File: src/source/rom_image.hex
// Boot ROM image, one byte per entry starting at F000
// Entries past the last byte read as zero
31 FF 1F 21
00 D0 3E 41
77 23 18 FB
C3 00 F0 76

File: src/source/arch_defs_pkg.sv
package arch_defs_pkg;

    // Bus widths
    localparam int DATA_WIDTH = 8;
    localparam int ADDR_WIDTH = 16;

    typedef logic [DATA_WIDTH-1:0] data_t;
    typedef logic [ADDR_WIDTH-1:0] addr_t;

    // Index widths of each region
    localparam int RAM_ADDR_BITS  = 13;   // 8 KB
    localparam int VRAM_ADDR_BITS = 12;   // 4 KB
    localparam int ROM_ADDR_BITS  = 12;   // 4 KB
    localparam int MMIO_ADDR_BITS = 12;   // One 4 KB I/O page

    // Memory map
    localparam addr_t RAM_BASE  = 16'h0000;
    localparam addr_t VRAM_BASE = 16'hD000;
    localparam addr_t MMIO_BASE = 16'hE000;
    localparam addr_t ROM_BASE  = 16'hF000;

    // LED port inside the I/O page
    localparam logic [MMIO_ADDR_BITS-1:0] LED_OFFSET = 12'h002;

    localparam string ROM_IMAGE = "/design/src/source/rom_image.hex";

endpackage

File: src/source/uart_defs_pkg.sv
package uart_defs_pkg;

    // Short bit period so frames stay cheap in simulation
    localparam int CLKS_PER_BIT  = 8;
    localparam int BAUD_CNT_BITS = $clog2(CLKS_PER_BIT);

    // Register offsets, selected by address bit 0
    localparam logic UART_STATUS_OFFSET = 1'b0;
    localparam logic UART_DATA_OFFSET   = 1'b1;

    // Status register bits
    localparam int STATUS_TX_BUSY    = 0;
    localparam int STATUS_RX_VALID   = 1;
    localparam int STATUS_RX_OVERRUN = 2;

endpackage

File: src/source/baud_timer.sv
`timescale 1ns/10ps

module baud_timer (
    input  logic clk,
    input  logic rst_n_i,
    input  logic run_i,
    input  logic start_i,
    input  logic half_i,
    output logic bit_tick_o
);
    import uart_defs_pkg::*;

    localparam logic [BAUD_CNT_BITS-1:0] FULL_RELOAD = BAUD_CNT_BITS'(CLKS_PER_BIT - 1);
    localparam logic [BAUD_CNT_BITS-1:0] HALF_RELOAD = BAUD_CNT_BITS'(CLKS_PER_BIT / 2 - 1);

    logic [BAUD_CNT_BITS-1:0] count_q;

    always_ff @(posedge clk) begin
        if (!rst_n_i) begin
            count_q <= '0;
        end else if (start_i) begin
            count_q <= half_i ? HALF_RELOAD : FULL_RELOAD;
        end else if (bit_tick_o) begin
            count_q <= FULL_RELOAD;            // Next bit boundary
        end else if (run_i) begin
            count_q <= count_q - 1'b1;
        end
    end

    // Tick on the last cycle of each period
    assign bit_tick_o = run_i && !start_i && (count_q == '0);

    // First tick one full or half period after a start
    a_full_period: assert property (
        @(posedge clk) disable iff (!rst_n_i)
        start_i && !half_i |-> ##CLKS_PER_BIT (bit_tick_o || !run_i));

    a_half_period: assert property (
        @(posedge clk) disable iff (!rst_n_i)
        start_i && half_i |-> ##(CLKS_PER_BIT / 2) (bit_tick_o || !run_i));

endmodule

File: src/source/uart_fsm.sv
`timescale 1ns/10ps

module uart_fsm (
    input  logic                 clk,
    input  logic                 rst_n_i,
    input  logic                 tx_start_i,
    input  arch_defs_pkg::data_t tx_data_i,
    input  logic                 tx_tick_i,
    input  logic                 rx_tick_i,
    input  logic                 rx_i,
    output logic                 tx_o,
    output logic                 tx_busy_o,
    output logic                 tx_run_o,
    output logic                 tx_timer_start_o,
    output logic                 rx_run_o,
    output logic                 rx_timer_start_o,
    output logic                 rx_half_o,
    output logic                 rx_done_o,
    output arch_defs_pkg::data_t rx_data_o
);
    import arch_defs_pkg::*;

    localparam int IDX_BITS = $clog2(DATA_WIDTH);

    typedef enum logic [1:0] {IDLE, START, DATA, STOP} uart_state_e;

    uart_state_e         tx_state_q;
    uart_state_e         rx_state_q;
    logic [IDX_BITS-1:0] tx_idx_q;
    logic [IDX_BITS-1:0] rx_idx_q;
    data_t               tx_shift_q;
    data_t               rx_shift_q;
    logic                tx_q;
    logic                rx_s1_q;
    logic                rx_s2_q;
    logic                rx_prev_q;
    logic                rx_fall;

    // Transmitter
    always_ff @(posedge clk) begin
        if (!rst_n_i) begin
            tx_state_q <= IDLE;
            tx_idx_q   <= '0;
            tx_q       <= 1'b1;   // Line idles high
        end else begin
            case (tx_state_q)
                IDLE: begin
                    if (tx_start_i) begin
                        tx_state_q <= START;
                        tx_q       <= 1'b0;
                    end
                end
                START: begin
                    if (tx_tick_i) begin
                        tx_state_q <= DATA;
                        tx_idx_q   <= '0;
                        tx_q       <= tx_shift_q[0];
                    end
                end
                DATA: begin
                    if (tx_tick_i) begin
                        if (tx_idx_q == IDX_BITS'(DATA_WIDTH - 1)) begin
                            tx_state_q <= STOP;
                            tx_q       <= 1'b1;
                        end else begin
                            tx_idx_q <= tx_idx_q + 1'b1;
                            tx_q     <= tx_shift_q[0];
                        end
                    end
                end
                default: begin   // STOP
                    if (tx_tick_i) begin
                        tx_state_q <= IDLE;
                    end
                end
            endcase
        end
    end

    // Shifts once per bit, LSB out first
    always_ff @(posedge clk) begin
        if (tx_state_q == IDLE && tx_start_i) begin
            tx_shift_q <= tx_data_i;
        end else if (tx_tick_i && (tx_state_q == START || tx_state_q == DATA)) begin
            tx_shift_q <= {1'b0, tx_shift_q[DATA_WIDTH-1:1]};
        end
    end

    assign tx_o             = tx_q;
    assign tx_busy_o        = (tx_state_q != IDLE);
    assign tx_run_o         = (tx_state_q != IDLE);
    assign tx_timer_start_o = (tx_state_q == IDLE) && tx_start_i;

    // Receiver
    always_ff @(posedge clk) begin
        if (!rst_n_i) begin
            rx_s1_q    <= 1'b1;
            rx_s2_q    <= 1'b1;
            rx_prev_q  <= 1'b1;
            rx_state_q <= IDLE;
            rx_idx_q   <= '0;
        end else begin
            rx_s1_q   <= rx_i;
            rx_s2_q   <= rx_s1_q;
            rx_prev_q <= rx_s2_q;
            case (rx_state_q)
                IDLE: begin
                    if (rx_fall) begin
                        rx_state_q <= START;
                    end
                end
                START: begin
                    if (rx_tick_i) begin
                        rx_state_q <= rx_s2_q ? IDLE : DATA;   // Glitch, not a start bit
                        rx_idx_q   <= '0;
                    end
                end
                DATA: begin
                    if (rx_tick_i) begin
                        if (rx_idx_q == IDX_BITS'(DATA_WIDTH - 1)) begin
                            rx_state_q <= STOP;
                        end else begin
                            rx_idx_q <= rx_idx_q + 1'b1;
                        end
                    end
                end
                default: begin   // STOP
                    if (rx_tick_i) begin
                        rx_state_q <= IDLE;
                    end
                end
            endcase
        end
    end

    always_ff @(posedge clk) begin
        if (rx_state_q == DATA && rx_tick_i) begin
            rx_shift_q <= {rx_s2_q, rx_shift_q[DATA_WIDTH-1:1]};
        end
    end

    assign rx_fall          = rx_prev_q && !rx_s2_q;
    assign rx_run_o         = (rx_state_q != IDLE);
    assign rx_timer_start_o = (rx_state_q == IDLE) && rx_fall;
    assign rx_half_o        = (rx_state_q == IDLE);   // First period lands mid start bit
    assign rx_done_o        = (rx_state_q == STOP) && rx_tick_i && rx_s2_q;
    assign rx_data_o        = rx_shift_q;

    a_tx_idle_high: assert property (
        @(posedge clk) disable iff (!rst_n_i) (tx_state_q == IDLE) |-> tx_o);

endmodule

File: src/source/uart_peripheral.sv
`timescale 1ns/10ps

module uart_peripheral (
    input  logic                 clk,
    input  logic                 rst_n_i,
    input  logic                 sel_i,
    input  logic                 offset_i,
    input  logic                 read_i,
    input  logic                 write_i,
    input  arch_defs_pkg::data_t data_i,
    input  logic                 rx_i,
    output arch_defs_pkg::data_t data_o,
    output logic                 tx_o
);
    import arch_defs_pkg::*;
    import uart_defs_pkg::*;

    logic  tx_start;
    logic  data_rd;
    logic  tx_busy;
    logic  tx_run;
    logic  tx_timer_start;
    logic  tx_tick;
    logic  rx_run;
    logic  rx_timer_start;
    logic  rx_half;
    logic  rx_tick;
    logic  rx_done;
    data_t rx_data;
    data_t rx_buf_q;
    logic  rx_valid_q;
    logic  rx_overrun_q;
    data_t status;
    data_t rd_data_q;

    assign tx_start = sel_i && write_i && (offset_i == UART_DATA_OFFSET);
    assign data_rd  = sel_i && read_i && (offset_i == UART_DATA_OFFSET);

    always_comb begin
        status                    = '0;
        status[STATUS_TX_BUSY]    = tx_busy;
        status[STATUS_RX_VALID]   = rx_valid_q;
        status[STATUS_RX_OVERRUN] = rx_overrun_q;
    end

    // Receive flags, a new frame wins over a clearing read
    always_ff @(posedge clk) begin
        if (!rst_n_i) begin
            rx_valid_q   <= 1'b0;
            rx_overrun_q <= 1'b0;
        end else if (rx_done) begin
            rx_valid_q   <= 1'b1;
            rx_overrun_q <= (rx_valid_q || rx_overrun_q) && !data_rd;
        end else if (data_rd) begin
            rx_valid_q   <= 1'b0;
            rx_overrun_q <= 1'b0;
        end
    end

    always_ff @(posedge clk) begin
        if (rx_done) begin
            rx_buf_q <= rx_data;   // Overwrites an unread byte
        end
        rd_data_q <= (offset_i == UART_DATA_OFFSET) ? rx_buf_q : status;
    end

    assign data_o = rd_data_q;

    uart_fsm u_fsm (
        .clk              (clk),
        .rst_n_i          (rst_n_i),
        .tx_start_i       (tx_start),
        .tx_data_i        (data_i),
        .tx_tick_i        (tx_tick),
        .rx_tick_i        (rx_tick),
        .rx_i             (rx_i),
        .tx_o             (tx_o),
        .tx_busy_o        (tx_busy),
        .tx_run_o         (tx_run),
        .tx_timer_start_o (tx_timer_start),
        .rx_run_o         (rx_run),
        .rx_timer_start_o (rx_timer_start),
        .rx_half_o        (rx_half),
        .rx_done_o        (rx_done),
        .rx_data_o        (rx_data)
    );

    baud_timer u_tx_timer (
        .clk        (clk),
        .rst_n_i    (rst_n_i),
        .run_i      (tx_run),
        .start_i    (tx_timer_start),
        .half_i     (1'b0),          // Transmit always uses whole bits
        .bit_tick_o (tx_tick)
    );

    baud_timer u_rx_timer (
        .clk        (clk),
        .rst_n_i    (rst_n_i),
        .run_i      (rx_run),
        .start_i    (rx_timer_start),
        .half_i     (rx_half),
        .bit_tick_o (rx_tick)
    );

endmodule

File: config.mk
export PLATFORM = sky130hd
export DESIGN_NAME = uart_peripheral
export DESIGN_NICKNAME = d
export VERILOG_FILES = /design/src/source/arch_defs_pkg.sv /design/src/source/uart_defs_pkg.sv /design/src/source/baud_timer.sv /design/src/source/uart_fsm.sv /design/src/source/uart_peripheral.sv
export SDC_FILE = /design/constraint.sdc
export NUM_CORES = 1
export LEC_CHECK = 0
export BUFFER_PORTS_ARGS = -buffer_cell sky130_fd_sc_hd__buf_2
export CAP_MARGIN = 10
export CORE_MARGIN = 10
export CORE_UTILIZATION = 40
export CTS_CLUSTER_SIZE = 8
export DETAILED_ROUTE_END_ITERATION = 8
export HOLD_SLACK_MARGIN = 0.12
export PLACE_DENSITY = 0.55
export REMOVE_ABC_BUFFERS = 1
export SLEW_MARGIN = 20
export SYNTH_ARGS = -nofsm -noshare
export SYNTH_HDL_FRONTEND = slang
export SYNTH_SLANG_ARGS = --single-unit
File: constraint.sdc
create_clock -name clk -period 1.9 [get_ports clk]
set_input_delay 0.285 -clock clk [delete_from_list [all_inputs] [get_ports clk]]
set_output_delay 0.285 -clock clk [all_outputs]
set_load 0.01 [all_outputs]
### Word level (Yosys, flattened, before mapping)

Index checks and enable logic that the tools add are counted.

* register bits: 54
* bits in latches: 0
* bits in writable memories: 0
* memory bits (read-only): 0
* bits of input ports: 15
* output and inout bits: 9
* logic and storage cells: 119
* memories: 0

* add/sub/neg operators: 4
* multipliers: 0
* div/mod/pow operators: 0
* order comparisons: 0
* equal/unequal tests: 17
* shift-type cells: 0
* mux-type cells: 39
* bitwise operators: 0
* reduce and logical (&&, ||, !) cells: 42

Operators by type and width (number)
* two-way mux 3 bit: 14
* two-way mux 2 bit: 11
* logical AND 1 bit: 16
* two-way mux 8 bit: 2
* nonzero test 2 bit: 8
* inequality test 2 x 1 -> 1 bit (second input constant): 7
* case mux 2 bit (3 select lines): 2
* case mux 3 bit (2 select lines): 2
* AND reduction 4 bit: 3
* AND reduction 5 bit: 2
* nonzero test 3 bit: 3
* two-way mux 1 bit: 7
* adder 3 x 1 -> 3 bit (second input constant): 2
* == test 2 bit (second input constant): 3
* == test 3 bit (second input constant): 2
* logical NOT 3 bit: 2
* inequality test 2 bit (second input constant): 3
* subtractor 3 x 1 -> 3 bit (second input constant): 2
* == test 2 x 1 -> 1 bit (second input constant): 2
* logical NOT 1 bit: 4
* logical NOT 2 bit: 2
* case mux 1 bit (3 select lines): 1
* logical OR 1 bit: 2

### Depth between registers and ports, before layout

* depth in word-level cells: 9
* gate-level depth with buffers: 6
* mapped depth without buffers: 6

### By module

From an unflattened synthesis, not the netlist that was laid out.

* cells, all modules: 181
* area total of the unflattened synthesis: 2245.9 µm²

Modules (own cells, without submodules)
* uart_fsm: instances 1, cells each 110, area an instance 1325.0 µm², sequential area each 760.7 µm²
* uart_peripheral: instances 1, cells each 35, area an instance 568.0 µm², sequential area each 440.4 µm²
* baud_timer: instances 2, cells each 18, area an instance 176.4 µm², sequential area each 60.1 µm²

### Least setup slack after synthesis

OpenSTA, ideal clock, no wires.

* path kind: register to register
* from: register u_fsm.tx_state_q[0]
* to: register u_fsm.tx_shift_q[0], enable pin
* library setup time: 329 ps
* arrival: 1200 ps
* data required time: 1571 ps
* path slack: 371 ps
* stages on the path, launching flop included: 6
* buffers on the path: 1
* period minus slack after synthesis: 1529 ps
* path through: dfxtp_1 inv_1 ha_1 buf_2 nand4_2 nand2_1

* longest elaborated chain between the ends: 7
* elaborated cells on any way between the ends: 11
* classes of those cells: 2 x eq/ne; 9 x reduce/logical

Ends and longest elaborated chain
* from (decl): RTL line uart_fsm.sv:27 `uart_state_e tx_state_q;`
* from (signal assigned): RTL line uart_fsm.sv:42 `tx_state_q <= IDLE;`
* from (signal assigned): RTL line uart_fsm.sv:49 `tx_state_q <= START;`
* from (signal assigned): RTL line uart_fsm.sv:55 `tx_state_q <= DATA;`
* logical NOT 2 bit: RTL line uart_fsm.sv:82, uart_fsm.sv:92
* logical AND 1 bit: RTL line uart_fsm.sv:82, uart_fsm.sv:92
* logical NOT 1 bit: RTL line baud_timer.sv:31 `assign bit_tick_o = run_i && !start_i && (count_q == '0);`
* logical AND 1 bit (2 in a row): RTL line baud_timer.sv:31
* logical AND 1 bit: RTL line uart_fsm.sv:84 `end else if (tx_tick_i && (tx_state_q == START || tx_state_q == DATA)) begin`
* nonzero test 2 bit (no source line) (*)
* to (signal assigned): RTL line uart_fsm.sv:83 `tx_shift_q <= tx_data_i;`
* to (signal assigned): RTL line uart_fsm.sv:85 `tx_shift_q <= {1'b0, tx_shift_q[DATA_WIDTH-1:1]};`
* to (decl): RTL line uart_fsm.sv:31 `data_t tx_shift_q;`

Every way passes the cells marked *; elsewhere a longest branch is shown, timed or not.
A chain may end at the register's enable or synchronous reset.

### Final worst setup path

* from: register u_fsm.tx_state_q[0]
* to: register u_tx_timer.count_q[2]

* longest elaborated chain between the ends: 7
* elaborated cells on any way between the ends: 9
* classes of those cells: 2 x mux; 7 x reduce/logical

Ends and longest elaborated chain
* logical NOT 2 bit: RTL line uart_fsm.sv:92 `assign tx_timer_start_o = (tx_state_q == IDLE) && tx_start_i;`
* logical AND 1 bit: RTL line uart_fsm.sv:92
* logical NOT 1 bit: RTL line baud_timer.sv:31
* logical AND 1 bit (2 in a row): RTL line baud_timer.sv:31
* two-way mux 3 bit: RTL line baud_timer.sv:23 `end else if (bit_tick_o) begin`
* two-way mux 3 bit: RTL line baud_timer.sv:21 `end else if (start_i) begin`
* to (signal assigned): RTL line baud_timer.sv:22 `count_q <= half_i ? HALF_RELOAD : FULL_RELOAD;`
* to (signal assigned): RTL line baud_timer.sv:26 `count_q <= count_q - 1'b1;`
* to (decl): RTL line baud_timer.sv:16 `logic [BAUD_CNT_BITS-1:0] count_q;`

Several ways; a longest one is shown, not always the timed one.

==> results.sh <==
export IMPL_post_cts_setup_buffers=0
export IMPL_rsz0062_at_grt="no"
export IMPL_yosysSeqAreaShare=0.598
export IMPL_min_period_ns=1.73
export IMPL_worstSetupPathType="reg -> reg"
export IMPL_antennaDiodeCount=0
export IMPL_cts_htree_levels=2
export IMPL_synth_top_family_by_area="simple AND/OR/NAND/NOR gates"
export IMPL_endpoint_kind="register"
export IMPL_nets=237
export IMPL_cts_sinks=54
export IMPL_worst_hold_path_type="in -> reg"
export IMPL_synth_largest_area_cell="edfxtp_1"
export IMPL_cp_data_arrival_time_ns=1.94
export IMPL_outcome="completed"
export IMPL_synth_xor_area_frac=0
export IMPL_fmax_mhz=578
export IMPL_yosys_warnings=0
export IMPL_final_setup_viol_count=0
export IMPL_syn_area_per_cell_um2=12.1
export IMPL_vias=1358
export IMPL_synth_mux_area_frac=0.0640
export IMPL_antenna_found_initial=0
export IMPL_synth_area_mm2=0.00221
export IMPL_use_met1=0.0945
export IMPL_tightest_slew_ns=0.389
export IMPL_grt_ovfl_total=0
export IMPL_cap_violations=0
export IMPL_routedWlPerCell_um=12.9
export IMPL_grt_pass1_vias=1367
export IMPL_power_mw=2.61
export IMPL_grt_use_total=0.0861
export IMPL_relSlewSlack=0.740
export IMPL_initial_core_util=0.406
export IMPL_fp_dieW_um=94.3
export IMPL_yosys_area_share_simple=0.164
export IMPL_async_flop_share=0
export IMPL_cts_hold_buf=0
export IMPL_hold_viol=0
export IMPL_synth_compound_area_share=0.0821
export IMPL_synthFlopType="dfxtp_1"
export IMPL_finalMaxSlewViolations=0
export IMPL_tns_ns=0
export IMPL_utilization=0.466
export IMPL_synth_commonest_cells="30 x dfxtp_1, 24 x edfxtp_1, 18 x nand2_1"
export IMPL_cts_repair_resized=0
export IMPL_ys_ff_latch=54
export IMPL_fillers=506
export IMPL_grt_use_met2=0.141
export IMPL_die_y_um=94.3
export IMPL_drtIter0Drc=41
export IMPL_cts_tree="done"
export IMPL_numCtsBuffers=5
export IMPL_drive_above_1_share=0.251
export IMPL_insertion_delay_ns=0.31
export IMPL_netlist_area_leader_share=0.326
export IMPL_timing_hold_ws_ns=0.161
export IMPL_required_ns=2.11
export IMPL_powerDensity_mw_per_mm2=1030
export IMPL_cp_max_fo=7
export IMPL_post_dp_hpwl_um=2790
export IMPL_wl_um=3640
export IMPL_grt_pass1_wl_um=6100
export IMPL_p_leak_nw=1.01
export IMPL_firstDrtPassIters=4
export IMPL_multi_input_area_um2=837
export IMPL_grtUsageMet3=0.0357
export IMPL_synth_cell_type_count=36
export IMPL_critPathLaunchType="register"
export IMPL_synth_edf_count=24
export IMPL_remaining_drc_errors=0
export IMPL_place_gp_congestion=0.778
export IMPL_clk_path_buf_depth=2
export IMPL_synth_most_common_cell="dfxtp_1"
export IMPL_post_drt_via_cell_ratio=4.80
export IMPL_netlist_top_cells_area="edfxtp_1 33%, dfxtp_1 27%, ha_1 6.8%"
export IMPL_ant_nets=0
export IMPL_core_area_mm2=0.00544
export IMPL_ir_drop_mv=0.489
export IMPL_min_period_over_period=0.910
export IMPL_clock_root_buffer="clkbuf_8"
export IMPL_io_buffers=23
export IMPL_clock_skew_ns=0.0133
export IMPL_synthAdderAreaFrac=0.0679
export IMPL_seq_area_mm2=0.00132
export IMPL_area_growth_pct=14.5
export IMPL_grt_busiest_layer="met2"
export IMPL_die_area_mm2=0.00890
export IMPL_grt_max_degree=25
export IMPL_rows=27
export IMPL_ios=24
export IMPL_syn_inst=182
export IMPL_path_clk_slew_ns=0.10
[cells by family (layout without fill, tap and decap cells)]
group | after synthesis | after routing
buffers and inverters | 14 | 43
adder cells (fa/ha/maj) | 12 | 12
multiplexers | 13 | 13
AND/OR/NAND/NOR | 64 | 64
flip-flops | 54 | 54
AO/OA/AOI/OAI | 25 | 25
[registers in the layout, summed over array words and instances, names as in the netlist, 2 cells and up]
name and flops:
u_fsm.rx_state_q 2, u_fsm.rx_idx_q 3, u_fsm.tx_state_q 2, data_o 8, u_rx_timer.count_q 3, u_fsm.rx_data_o 8, rx_buf_q 8, u_fsm.tx_shift_q 8
u_tx_timer.count_q 3, u_fsm.tx_idx_q 3
[worst paths after layout]
| kind | to | slack, ns | cells past startpoint | start |
|---|---|---|---|---|
| max | u_tx_timer.count_q[2]$_SDFFE_PN0P_ | 0.17 | 6 | u_fsm.tx_state_q[0]$_SDFFE_PN0P_ |
| min | u_fsm.rx_s1_q$_SDFF_PN1_ | 0.16 | 2 | rx_i |
| max reg2reg | u_tx_timer.count_q[2]$_SDFFE_PN0P_ | 0.17 | 6 | u_fsm.tx_state_q[0]$_SDFFE_PN0P_ |
| min reg2reg | u_fsm.rx_s2_q$_SDFF_PN1_ | 0.42 | 1 | u_fsm.rx_s1_q$_SDFF_PN1_ |
[metal layers]
layer,wire length (µm),vias to the layer above
met2,1670,25
met4,67,0
met1,1620,629
li1,-,698
met3,280,6
met5,0,-
[report_power, final]
group	leakage [nW]	switching, mW	internal (mW)	total, mW
Sequential	0.463	0.0517	1.30	1.35
Combinational	0.487	0.289	0.242	0.531
Clock	0.0545	0.375	0.348	0.724
[cell type report]
cell class | instances | area share
Timing Repair Buffer | 26 | 0.0543
Sequential cell | 54 | 0.522
Tap cell | 72 | 0.0356
Inverter | 9 | 0.0133
Multi-Input combinational cell | 114 | 0.331
Clock buffer | 6 | 0.0371
Clock inverter | 2 | 0.00741
[per-stage QoR]
step	cells	worst slack [ns]	cell area, µm²
after floorplan	177	0.329	2190
after global placement	275	0.248	2420
after detailed placement	275	0.149	2420
after CTS	283	0.139	2530
after global routing	283	0.0429	2530
final	283	0.170	2530
[worst max-delay path, stage by stage (launching register included)]
cell and delay (ns):
dfxtp_1 0.38, inv_1 0.09, ha_1 0.29, buf_4 0.18, or3_2 0.46, a21oi_1 0.16, nor2_1 0.06
[layout by cell type (no fill, tap or decap), drive strengths merged, types with 2 or more instances in the layout]
cell | Yosys | final
a21boi | 3 | 3
a21oi | 5 | 5
a22oi | 2 | 2
and2 | 5 | 5
buf | 2 | 26
clkbuf | 3 | 6
dfxtp | 30 | 30
edfxtp | 24 | 24
ha | 12 | 12
inv | 9 | 10
mux2 | 9 | 9
mux2i | 4 | 4
nand2 | 18 | 18
nand2b | 6 | 6
nand3 | 4 | 4
nand4 | 3 | 3
nor2 | 8 | 8
nor2b | 10 | 10
nor3 | 2 | 2
nor3b | 2 | 2
o211a | 2 | 2
o21ai | 6 | 6
o311a | 2 | 2
or2 | 2 | 2
or3 | 2 | 2
Power figures use the tool's default switching activity.
